## config.mk

```make
export PLATFORM = sky130hd
export DESIGN_NAME = csi2_rx_top
export DESIGN_NICKNAME = d
export VERILOG_FILES = /design/src/verilog/csi2_pkg.sv /design/src/verilog/btn_edge_detect.sv /design/src/verilog/lane_bit_aligner.sv /design/src/verilog/lane_merger.sv /design/src/verilog/packet_parser.sv /design/src/verilog/credit_tx.sv /design/src/verilog/csi2_rx_top.sv
export SDC_FILE = /design/constraint.sdc
export NUM_CORES = 1
export LEC_CHECK = 0
export ABC_AREA = 1
export BUFFER_PORTS_ARGS = -buffer_cell sky130_fd_sc_hd__buf_2
export CORE_MARGIN = 3
export CORE_UTILIZATION = 53
export DETAILED_ROUTE_END_ITERATION = 8
export PLACE_DENSITY = 0.73
export SYNTH_ARGS = -nofsm -noshare
export SYNTH_HDL_FRONTEND = slang
export SYNTH_HIERARCHICAL = 1
export SYNTH_SLANG_ARGS = --single-unit
```

## constraint.sdc

```tcl
create_clock -name ref_clk_i -period 3.2 [get_ports ref_clk_i]
set_input_delay 0.32 -clock ref_clk_i [delete_from_list [all_inputs] [get_ports ref_clk_i]]
set_output_delay 0.32 -clock ref_clk_i [all_outputs]
set_load 0.01 [all_outputs]
```

## src/verilog/csi2_pkg.sv

```systemverilog
package csi2_pkg;

  typedef logic [7 : 0]  lane_byte_t;
  typedef logic [15 : 0] pixel_word_t;
  typedef logic [7 : 0]  data_id_t;
  typedef logic [15 : 0] word_count_t;
  typedef logic [5 : 0]  ecc_t;
  typedef logic [2 : 0]  credit_t;

  localparam int         LANE_COUNT     = 2;
  localparam lane_byte_t SYNC_BYTE      = 8'hB8;
  localparam data_id_t   DI_FRAME_START = 8'h00;
  localparam data_id_t   DI_FRAME_END   = 8'h01;
  localparam data_id_t   DI_RAW8        = 8'h2A;
  localparam int         FIFO_DEPTH     = 8;
  localparam int         FIFO_AW        = $clog2( FIFO_DEPTH );
  localparam credit_t    CREDIT_INIT    = 3'd4;

  typedef enum logic [1 : 0] {
    PS_IDLE,
    PS_HEADER,
    PS_PAYLOAD,
    PS_CRC
  } parser_state_t;

  // Hamming parity of the CSI-2 packet header, D[7:0] is the data identifier.
  function automatic ecc_t csi2_ecc( input logic [23 : 0] d );
    ecc_t p;
    p[0] = d[0]  ^ d[1]  ^ d[2]  ^ d[4]  ^ d[5]  ^ d[7]  ^ d[10] ^
           d[11] ^ d[13] ^ d[16] ^ d[20] ^ d[21] ^ d[22] ^ d[23];
    p[1] = d[0]  ^ d[1]  ^ d[3]  ^ d[4]  ^ d[6]  ^ d[8]  ^ d[10] ^
           d[12] ^ d[14] ^ d[17] ^ d[20] ^ d[21] ^ d[22] ^ d[23];
    p[2] = d[0]  ^ d[2]  ^ d[3]  ^ d[5]  ^ d[6]  ^ d[9]  ^ d[11] ^
           d[12] ^ d[15] ^ d[18] ^ d[20] ^ d[21] ^ d[22];
    p[3] = d[1]  ^ d[2]  ^ d[3]  ^ d[7]  ^ d[8]  ^ d[9]  ^ d[13] ^
           d[14] ^ d[15] ^ d[19] ^ d[20] ^ d[21] ^ d[23];
    p[4] = d[4]  ^ d[5]  ^ d[6]  ^ d[7]  ^ d[8]  ^ d[9]  ^ d[16] ^
           d[17] ^ d[18] ^ d[19] ^ d[20] ^ d[22] ^ d[23];
    p[5] = d[10] ^ d[11] ^ d[12] ^ d[13] ^ d[14] ^ d[15] ^ d[16] ^
           d[17] ^ d[18] ^ d[19] ^ d[21] ^ d[22] ^ d[23];
    return p;
  endfunction

endpackage

```

## src/verilog/btn_edge_detect.sv

```systemverilog
module btn_edge_detect import csi2_pkg::*;
(
  input                             ref_clk_i,
  input                             ref_srst_i,
  input        [LANE_COUNT - 1 : 0] btn_i,
  output logic [LANE_COUNT - 1 : 0] slip_o
);

logic [LANE_COUNT - 1 : 0] btn_d1;
logic [LANE_COUNT - 1 : 0] btn_d2;
logic [LANE_COUNT - 1 : 0] btn_d3;

always_ff @( posedge ref_clk_i, posedge ref_srst_i )
  if( ref_srst_i )
    begin
      btn_d1 <= '0;
      btn_d2 <= '0;
      btn_d3 <= '0;
      slip_o <= '0;
    end
  else
    begin
      btn_d1 <= btn_i;
      btn_d2 <= btn_d1;
      btn_d3 <= btn_d2;
      slip_o <= btn_d2 & ~btn_d3; // Rising edge, one pulse per press.
    end

endmodule

```

## src/verilog/lane_bit_aligner.sv

```systemverilog
module lane_bit_aligner import csi2_pkg::*;
(
  input              ref_clk_i,
  input              ref_srst_i,
  input  lane_byte_t raw_byte_i,
  input              hs_valid_i,
  input              slip_i,
  output lane_byte_t byte_o,
  output logic       valid_o,
  output logic       synced_o
);

logic [2 : 0]  offset_q;
lane_byte_t    prev_q;
logic [15 : 0] window;
logic [3 : 0]  sel_base;
lane_byte_t    sel_byte;

// Offset k takes the top k bits of the previous byte as the low bits.
assign window   = { raw_byte_i, prev_q };
assign sel_base = 4'd8 - { 1'b0, offset_q };
assign sel_byte = window[sel_base +: 8];

always_ff @( posedge ref_clk_i, posedge ref_srst_i )
  if( ref_srst_i )
    begin
      offset_q <= '0;
      synced_o <= 1'b0;
      valid_o  <= 1'b0;
    end
  else
    begin
      if( slip_i )
        offset_q <= offset_q + 3'd1; // Wraps modulo 8.

      if( !hs_valid_i )
        begin
          synced_o <= 1'b0;
          valid_o  <= 1'b0;
        end
      else
        begin
          valid_o <= synced_o;       // The sync byte itself stays invalid.
          if( !synced_o && ( sel_byte == SYNC_BYTE ) )
            synced_o <= 1'b1;
        end
    end

always_ff @( posedge ref_clk_i )
  if( hs_valid_i )
    begin
      prev_q <= raw_byte_i;
      byte_o <= sel_byte;
    end

endmodule

```

## src/verilog/lane_merger.sv

```systemverilog
module lane_merger import csi2_pkg::*;
(
  input               ref_clk_i,
  input               ref_srst_i,
  input  lane_byte_t  lane0_byte_i,
  input               lane0_valid_i,
  input  lane_byte_t  lane1_byte_i,
  input               lane1_valid_i,
  output pixel_word_t pair_o,
  output logic        pair_valid_o,
  output logic        pair_start_o
);

lane_byte_t                in_byte [LANE_COUNT];
logic [LANE_COUNT - 1 : 0] in_valid;
lane_byte_t                hold_q  [LANE_COUNT][2];
logic [1 : 0]              cnt_q   [LANE_COUNT];
lane_byte_t                head    [LANE_COUNT];
logic [LANE_COUNT - 1 : 0] avail;
logic [LANE_COUNT - 1 : 0] empty;
logic                      take;
logic                      idle;
logic                      active_q;

assign in_byte[0] = lane0_byte_i;
assign in_byte[1] = lane1_byte_i;
assign in_valid   = { lane1_valid_i, lane0_valid_i };

always_comb
  for( int l = 0; l < LANE_COUNT; l++ )
    begin
      empty[l] = ( cnt_q[l] == 2'd0 );
      avail[l] = !empty[l] || in_valid[l];
      head[l]  = empty[l] ? in_byte[l] : hold_q[l][0]; // Oldest byte first.
    end

assign take = &avail;
assign idle = !( |in_valid ) && ( &empty );

always_ff @( posedge ref_clk_i, posedge ref_srst_i )
  if( ref_srst_i )
    begin
      for( int l = 0; l < LANE_COUNT; l++ )
        cnt_q[l] <= '0;
      active_q     <= 1'b0;
      pair_valid_o <= 1'b0;
      pair_start_o <= 1'b0;
    end
  else
    begin
      for( int l = 0; l < LANE_COUNT; l++ )
        if( take && !in_valid[l] )
          cnt_q[l] <= cnt_q[l] - 2'd1;
        else if( !take && in_valid[l] && ( cnt_q[l] != 2'd2 ) )
          cnt_q[l] <= cnt_q[l] + 2'd1;

      if( take )
        active_q <= 1'b1;
      else if( idle )
        active_q <= 1'b0;                           // Gap between transmissions.

      pair_valid_o <= take;
      pair_start_o <= take && !active_q;
    end

always_ff @( posedge ref_clk_i )
  begin
    for( int l = 0; l < LANE_COUNT; l++ )
      if( take && !empty[l] )
        begin
          hold_q[l][0] <= in_valid[l] && ( cnt_q[l] == 2'd1 ) ? in_byte[l] : hold_q[l][1];
          hold_q[l][1] <= in_byte[l];
        end
      else if( !take && in_valid[l] )
        hold_q[l][cnt_q[l][0]] <= in_byte[l];      // Extra bytes past two are lost.

    if( take )
      pair_o <= { head[1], head[0] };
  end

endmodule

```

## src/verilog/packet_parser.sv

```systemverilog
module packet_parser import csi2_pkg::*;
(
  input               ref_clk_i,
  input               ref_srst_i,
  input  pixel_word_t pair_i,
  input               pair_valid_i,
  input               pair_start_i,
  output pixel_word_t pixel_o,
  output logic        user_o,
  output logic        last_o,
  output logic        push_o,
  output logic        ecc_error_o
);

parser_state_t state_q;
pixel_word_t   hdr_q;
word_count_t   remain_q;
logic          user_armed_q;
data_id_t      hdr_di;
word_count_t   hdr_wc;
logic          ecc_ok;
logic          push_en;
logic          last_word;
logic          hdr_done;

// First pair holds DI and WC low, the second holds WC high and the ECC.
assign hdr_di    = hdr_q[7 : 0];
assign hdr_wc    = { pair_i[7 : 0], hdr_q[15 : 8] };
assign ecc_ok    = ( csi2_ecc( { pair_i[7 : 0], hdr_q } ) == ecc_t'( pair_i[13 : 8] ) );
assign hdr_done  = pair_valid_i && !pair_start_i && ( state_q == PS_HEADER );
assign push_en   = pair_valid_i && !pair_start_i && ( state_q == PS_PAYLOAD );
assign last_word = ( remain_q <= word_count_t'( 2 ) );

always_ff @( posedge ref_clk_i, posedge ref_srst_i )
  if( ref_srst_i )
    begin
      state_q      <= PS_IDLE;
      user_armed_q <= 1'b0;
      push_o       <= 1'b0;
      ecc_error_o  <= 1'b0;
    end
  else
    begin
      push_o      <= push_en;
      ecc_error_o <= 1'b0;
      if( pair_valid_i && pair_start_i )
        state_q <= PS_HEADER;                      // Every transmission opens with a header.
      else if( pair_valid_i )
        case( state_q )
          PS_HEADER:
            begin
              state_q <= PS_IDLE;
              if( !ecc_ok )
                ecc_error_o <= 1'b1;
              else if( hdr_di == DI_FRAME_START )
                user_armed_q <= 1'b1;
              else if( hdr_di == DI_FRAME_END )
                user_armed_q <= 1'b0;
              else if( hdr_di == DI_RAW8 )
                state_q <= ( hdr_wc == '0 ) ? PS_CRC : PS_PAYLOAD;
            end
          PS_PAYLOAD:
            begin
              user_armed_q <= 1'b0;                // Only the first word of the frame.
              if( last_word )
                state_q <= PS_CRC;
            end
          PS_CRC:
            state_q <= PS_IDLE;                    // Both CRC bytes arrive as one pair.
          default:
            state_q <= PS_IDLE;
        endcase
    end

always_ff @( posedge ref_clk_i )
  begin
    if( pair_valid_i && pair_start_i )
      hdr_q <= pair_i;
    if( hdr_done )
      remain_q <= hdr_wc;
    else if( push_en )
      remain_q <= remain_q - word_count_t'( 2 );
    if( push_en )
      begin
        pixel_o <= pair_i;
        user_o  <= user_armed_q;
        last_o  <= last_word;
      end
  end

endmodule

```

## src/verilog/credit_tx.sv

```systemverilog
module credit_tx import csi2_pkg::*;
(
  input               ref_clk_i,
  input               ref_srst_i,
  input  pixel_word_t pixel_i,
  input               user_i,
  input               last_i,
  input               push_i,
  input               credit_return_i,
  output pixel_word_t video_data_o,
  output logic        video_user_o,
  output logic        video_last_o,
  output logic        video_valid_o,
  output logic        overflow_o
);

logic [17 : 0]          mem_q [FIFO_DEPTH];
logic [FIFO_AW - 1 : 0] wr_ptr_q;
logic [FIFO_AW - 1 : 0] rd_ptr_q;
logic [FIFO_AW : 0]     count_q;
credit_t                credit_q;
logic                   full;
logic                   wr_en;
logic                   send;

assign full  = ( count_q == ( FIFO_AW + 1 )'( FIFO_DEPTH ) );
assign wr_en = push_i && !full;
assign send  = ( count_q != '0 ) && ( credit_q != '0 );

always_ff @( posedge ref_clk_i, posedge ref_srst_i )
  if( ref_srst_i )
    begin
      wr_ptr_q      <= '0;
      rd_ptr_q      <= '0;
      count_q       <= '0;
      credit_q      <= CREDIT_INIT;
      video_valid_o <= 1'b0;
      overflow_o    <= 1'b0;
    end
  else
    begin
      if( wr_en )
        wr_ptr_q <= wr_ptr_q + 1'b1;
      if( send )
        rd_ptr_q <= rd_ptr_q + 1'b1;

      case( { wr_en, send } )
        2'b10:   count_q <= count_q + 1'b1;
        2'b01:   count_q <= count_q - 1'b1;
        default: count_q <= count_q;
      endcase

      credit_q      <= credit_q - credit_t'( send ) + credit_t'( credit_return_i );
      video_valid_o <= send;
      if( push_i && full )
        overflow_o <= 1'b1;                        // Sticky until reset.
    end

always_ff @( posedge ref_clk_i )
  begin
    if( wr_en )
      mem_q[wr_ptr_q] <= { user_i, last_i, pixel_i };
    if( send )
      { video_user_o, video_last_o, video_data_o } <= mem_q[rd_ptr_q];
  end

endmodule

```

## src/verilog/csi2_rx_top.sv

```systemverilog
module csi2_rx_top import csi2_pkg::*;
(
  input                                   ref_clk_i,
  input                                   ref_srst_i,
  input        [LANE_COUNT - 1 : 0]       btn_i,
  input  lane_byte_t [LANE_COUNT - 1 : 0] lane_raw_i,
  input        [LANE_COUNT - 1 : 0]       lane_hs_valid_i,
  input                                   credit_return_i,
  output pixel_word_t                     video_data_o,
  output                                  video_user_o,
  output                                  video_last_o,
  output                                  video_valid_o,
  output                                  ecc_error_o,
  output                                  overflow_o
);

logic [LANE_COUNT - 1 : 0] slip_pulse;
lane_byte_t                lane0_byte;
lane_byte_t                lane1_byte;
logic                      lane0_valid;
logic                      lane1_valid;
pixel_word_t               pair_data;
logic                      pair_valid;
logic                      pair_start;
pixel_word_t               pixel;
logic                      pixel_user;
logic                      pixel_last;
logic                      pixel_push;

btn_edge_detect btn_edge_detect (
  .ref_clk_i       ( ref_clk_i          ),
  .ref_srst_i      ( ref_srst_i         ),
  .btn_i           ( btn_i              ),
  .slip_o          ( slip_pulse         )
);

lane_bit_aligner lane0_aligner (
  .ref_clk_i       ( ref_clk_i          ),
  .ref_srst_i      ( ref_srst_i         ),
  .raw_byte_i      ( lane_raw_i[0]      ),
  .hs_valid_i      ( lane_hs_valid_i[0] ),
  .slip_i          ( slip_pulse[0]      ),
  .byte_o          ( lane0_byte         ),
  .valid_o         ( lane0_valid        ),
  .synced_o        (                    )
);

lane_bit_aligner lane1_aligner (
  .ref_clk_i       ( ref_clk_i          ),
  .ref_srst_i      ( ref_srst_i         ),
  .raw_byte_i      ( lane_raw_i[1]      ),
  .hs_valid_i      ( lane_hs_valid_i[1] ),
  .slip_i          ( slip_pulse[1]      ),
  .byte_o          ( lane1_byte         ),
  .valid_o         ( lane1_valid        ),
  .synced_o        (                    )
);

lane_merger lane_merger (
  .ref_clk_i       ( ref_clk_i          ),
  .ref_srst_i      ( ref_srst_i         ),
  .lane0_byte_i    ( lane0_byte         ),
  .lane0_valid_i   ( lane0_valid        ),
  .lane1_byte_i    ( lane1_byte         ),
  .lane1_valid_i   ( lane1_valid        ),
  .pair_o          ( pair_data          ),
  .pair_valid_o    ( pair_valid         ),
  .pair_start_o    ( pair_start         )
);

packet_parser packet_parser (
  .ref_clk_i       ( ref_clk_i          ),
  .ref_srst_i      ( ref_srst_i         ),
  .pair_i          ( pair_data          ),
  .pair_valid_i    ( pair_valid         ),
  .pair_start_i    ( pair_start         ),
  .pixel_o         ( pixel              ),
  .user_o          ( pixel_user         ),
  .last_o          ( pixel_last         ),
  .push_o          ( pixel_push         ),
  .ecc_error_o     ( ecc_error_o        )
);

credit_tx credit_tx (
  .ref_clk_i       ( ref_clk_i          ),
  .ref_srst_i      ( ref_srst_i         ),
  .pixel_i         ( pixel              ),
  .user_i          ( pixel_user         ),
  .last_i          ( pixel_last         ),
  .push_i          ( pixel_push         ),
  .credit_return_i ( credit_return_i    ),
  .video_data_o    ( video_data_o       ),
  .video_user_o    ( video_user_o       ),
  .video_last_o    ( video_last_o       ),
  .video_valid_o   ( video_valid_o      ),
  .overflow_o      ( overflow_o         )
);

endmodule

```

==> reports/qor.csv <==
metric,value,unit
synth.cell_area,16000,um2
clkTransAtPathRegs,0.06,ns
async_flop_share,13.4,%
clock-root-buffer,clkbuf_16,
multi_input_area,5230,um2
yosysSeqAreaShare,61.7,%
synth_edf_count,292,
seqCellArea,9900,um2
cap_viol_max_count,0,
tns,0,ns
gp_congestion,0.905,
setup_ws,0.627,ns
globalRouteTotalUtil,19.6,%
cts_made_buffers,36,
slowest_delay,0.72,ns
slew_violations,0,
synth_fp_nets,1666,
r2r_slack,0.63,ns
rsz0062_at_grt,no,
required,3.65,ns
cp-endpoint,lane1_aligner/synced_o,
die_y,180,um
antenna_cells,0,
dpl.hpwl,21.4,mm
status,"complete, no violations",
antenna_found_initial,0,
num_rows,63,
period_share,80.4,%
dr.pass1.iters,5,
post_cts_resized,0,
crit_top_cell,nand2_1,
synthTopCellsByArea,"edfxtp_1 55%, nand2_1 11%, dfrtp_1 6.9%",
clockBufferDepth,3,
worst_pin_slew,0.694,ns
fmax,0.389,GHz
die_area,32400,um2
vias,11100,
coreArea,29700,um2
synth_top_area_cell,edfxtp_1,
final.min_clock_period,2.57,ns
nNetsFinal,1714,
ys_seq_elements,337,
crit_slowest_cell,dfrtp_1,
worstSetupPathType,reg2reg,
p_leak,7.39,nW
synth.distinct_cells,48,
htree_levels,2,
yosysTopAreaCellShare,54.6,%
port_buffers,43,
crit_path_start_kind,register,
power_density,886,nW/um2
path_max_fanout,20,
r2r_end,lane1_aligner/synced_o,
final_cell_area,17700,um2
final_cell_mix,"483 x nand2_1, 292 x edfxtp_1, 168 x nor2_1",
drtAntennaViolNets,0,
path_cells,"inv_6, ha_1, inv_4, nand3_1, nand2_1, nand2_1, nand3_1, nand2_1, nand2_1, nor2_1, nand3_1, nand2_1",
final_hold_viol_count,0,
setup_viol,0,
insertion_delay,0.52,ns
cp_top_family,simple AND/OR/NAND/NOR gates,
grt_pass1_wl,52.5,mm
via_per_inst,5.33,
endpoint_kind,register,
finClkSkew,0.00954,ns
nFillCells,2480,
min_path_type,in2reg,
io_pins,44,
critPathLaunch,lane1_aligner/offset_q[0],
overflow,0,
fin_total_pwr,15.6,mW
die_w,180,um
critPathBufInv,2,
critPathArrivalTime,3.02,ns
yosysWarnings,6,
cts.sinks,337,
syn_area_per_cell,9.93,um2
grt_pass1_vias,10500,
pre_cts_slack,0.667,ns
drc,0,
crit_cells,12,
ir_drop,749,uV
avgRoutedWirePerCell,15.4,um
flow.area_growth_from_synthesis,9.98,%
drive_above_1_share,10.4,%
rr_startpoint,lane1_aligner/offset_q[0],
cts_tree,done,
r2r_cells,12,
synth_cells,1616,
start_util,54.0,%
timing.slew.headroom,53.7,%
final_common_cell,nand2_1,
ys.flop_type,edfxtp_1,
postPlaceCellArea,16500,um2
drt-initial-drc-count,809,
drt-total-wl,32.0,mm
grt_max_degree,74,
==> per-layer routing <==
metal	up-vias	part of all wire [%]	GRT usage, %
li1	5486	-	-
met1	5181	43	25.7
met2	334	49	33.6
met3	81	5.6	3.45
met4	0	2.9	6.23
met5	-	0	0
==> worst reg2reg max path, delay by kind of cell (launching register included) <==
family | cells | cell delay (ns)
AND/OR/NAND/NOR | 9 | 0.73
flip-flops | 1 | 0.72
buffers and inverters | 2 | 0.36
adder cells (fa/ha/maj) | 1 | 0.70
==> synth_stat cells (4+ instances only) <==
| cell | instances |
|---|---|
| a21oi_1 | 10 |
| buf_2 | 20 |
| buf_4 | 10 |
| buf_6 | 20 |
| dfrtp_1 | 44 |
| edfxtp_1 | 292 |
| ha_1 | 26 |
| inv_1 | 115 |
| inv_2 | 8 |
| nand2_1 | 483 |
| nand2_2 | 15 |
| nand3_1 | 167 |
| nand3_2 | 4 |
| nand3b_1 | 4 |
| nand4_1 | 7 |
| nor2_1 | 172 |
| nor2_2 | 10 |
| nor3_1 | 6 |
| o21ai_0 | 52 |
| o21ai_1 | 70 |
| xnor2_1 | 13 |
| xor2_1 | 23 |
==> cell families after synthesis <==
kind of cell    count (synthesis)  share of synthesized area, %
compound gates                149                          4.95
buf+inv                       184                          5.85
flops                         337                          61.7
simple gates                  883                          23.4
xor+xnor                       36                          1.96
fa+ha+maj                      27                          2.15
==> state kept, by name, summed over array words and instances (netlist names), 16 cells and up <==
signal,flops
packet_parser/remain_q,16
lane_merger/hold_q,32
lane_merger/pair_o,16
credit_tx/video_data_o,16
credit_tx/mem_q,144
packet_parser/hdr_q,16
packet_parser/pixel_o,16
==> power breakdown <==
part / switching [mW] / total [mW] / internal (mW)
clock network: 1.60 / 4.02 / 2.42
registers: 0.618 / 6.53 / 5.92
logic: 3.41 / 5.09 / 1.68
==> worst min path at each step <==
stage	from	endpoint	slack, ns	cells after the start
detailed placement	btn_edge_detect/btn_d1[0]	btn_edge_detect/btn_d2[0]	0.34	0
global placement	btn_edge_detect/btn_d1[0]	btn_edge_detect/btn_d2[0]	0.33	0
CTS	lane_raw_i[10]	lane1_aligner/prev_q[2]	0.006	1
floorplan	ref_srst_i	lane0_aligner/offset_q[0]	0.1	1
global route	lane_raw_i[6]	lane0_aligner/prev_q[6]	0.003	1
finish	lane_raw_i[6]	lane0_aligner/prev_q[6]	0.03	1
==> metrics by stage <==
step / utilization (%) / instances / hold WS (ns)
floorplan: - / 1616 / 0.0985
global placement: 55.4 / 2013 / 0.334
detailed placement: 55.4 / 2013 / 0.337
CTS: 59.4 / 2078 / 0.00648
global route: 59.4 / 2078 / 0.00314
finish: 59.4 / 2078 / 0.0260
==> cell type report <==
| type | instances | share of cell area (%) |
|---|---|---|
| sequential | 337 | 56.1 |
| tap | 390 | 2.76 |
| clock inverter | 17 | 1.13 |
| clock buffer | 45 | 5.35 |
| multi-input combinational | 1095 | 29.6 |
| inverter | 127 | 2.79 |
| timing repair buffer | 67 | 2.28 |
==> timing repair <==
| action | CTS | global route |
|---|---|---|
| endpoints found under the hold margin | 32 | 0 |
| hold buffers | 3 | 0 |
| buffers inserted | 0 | 0 |
| setup endpoints to repair | 0 | 0 |
Note: power is estimated with default switching activity, not from simulation.
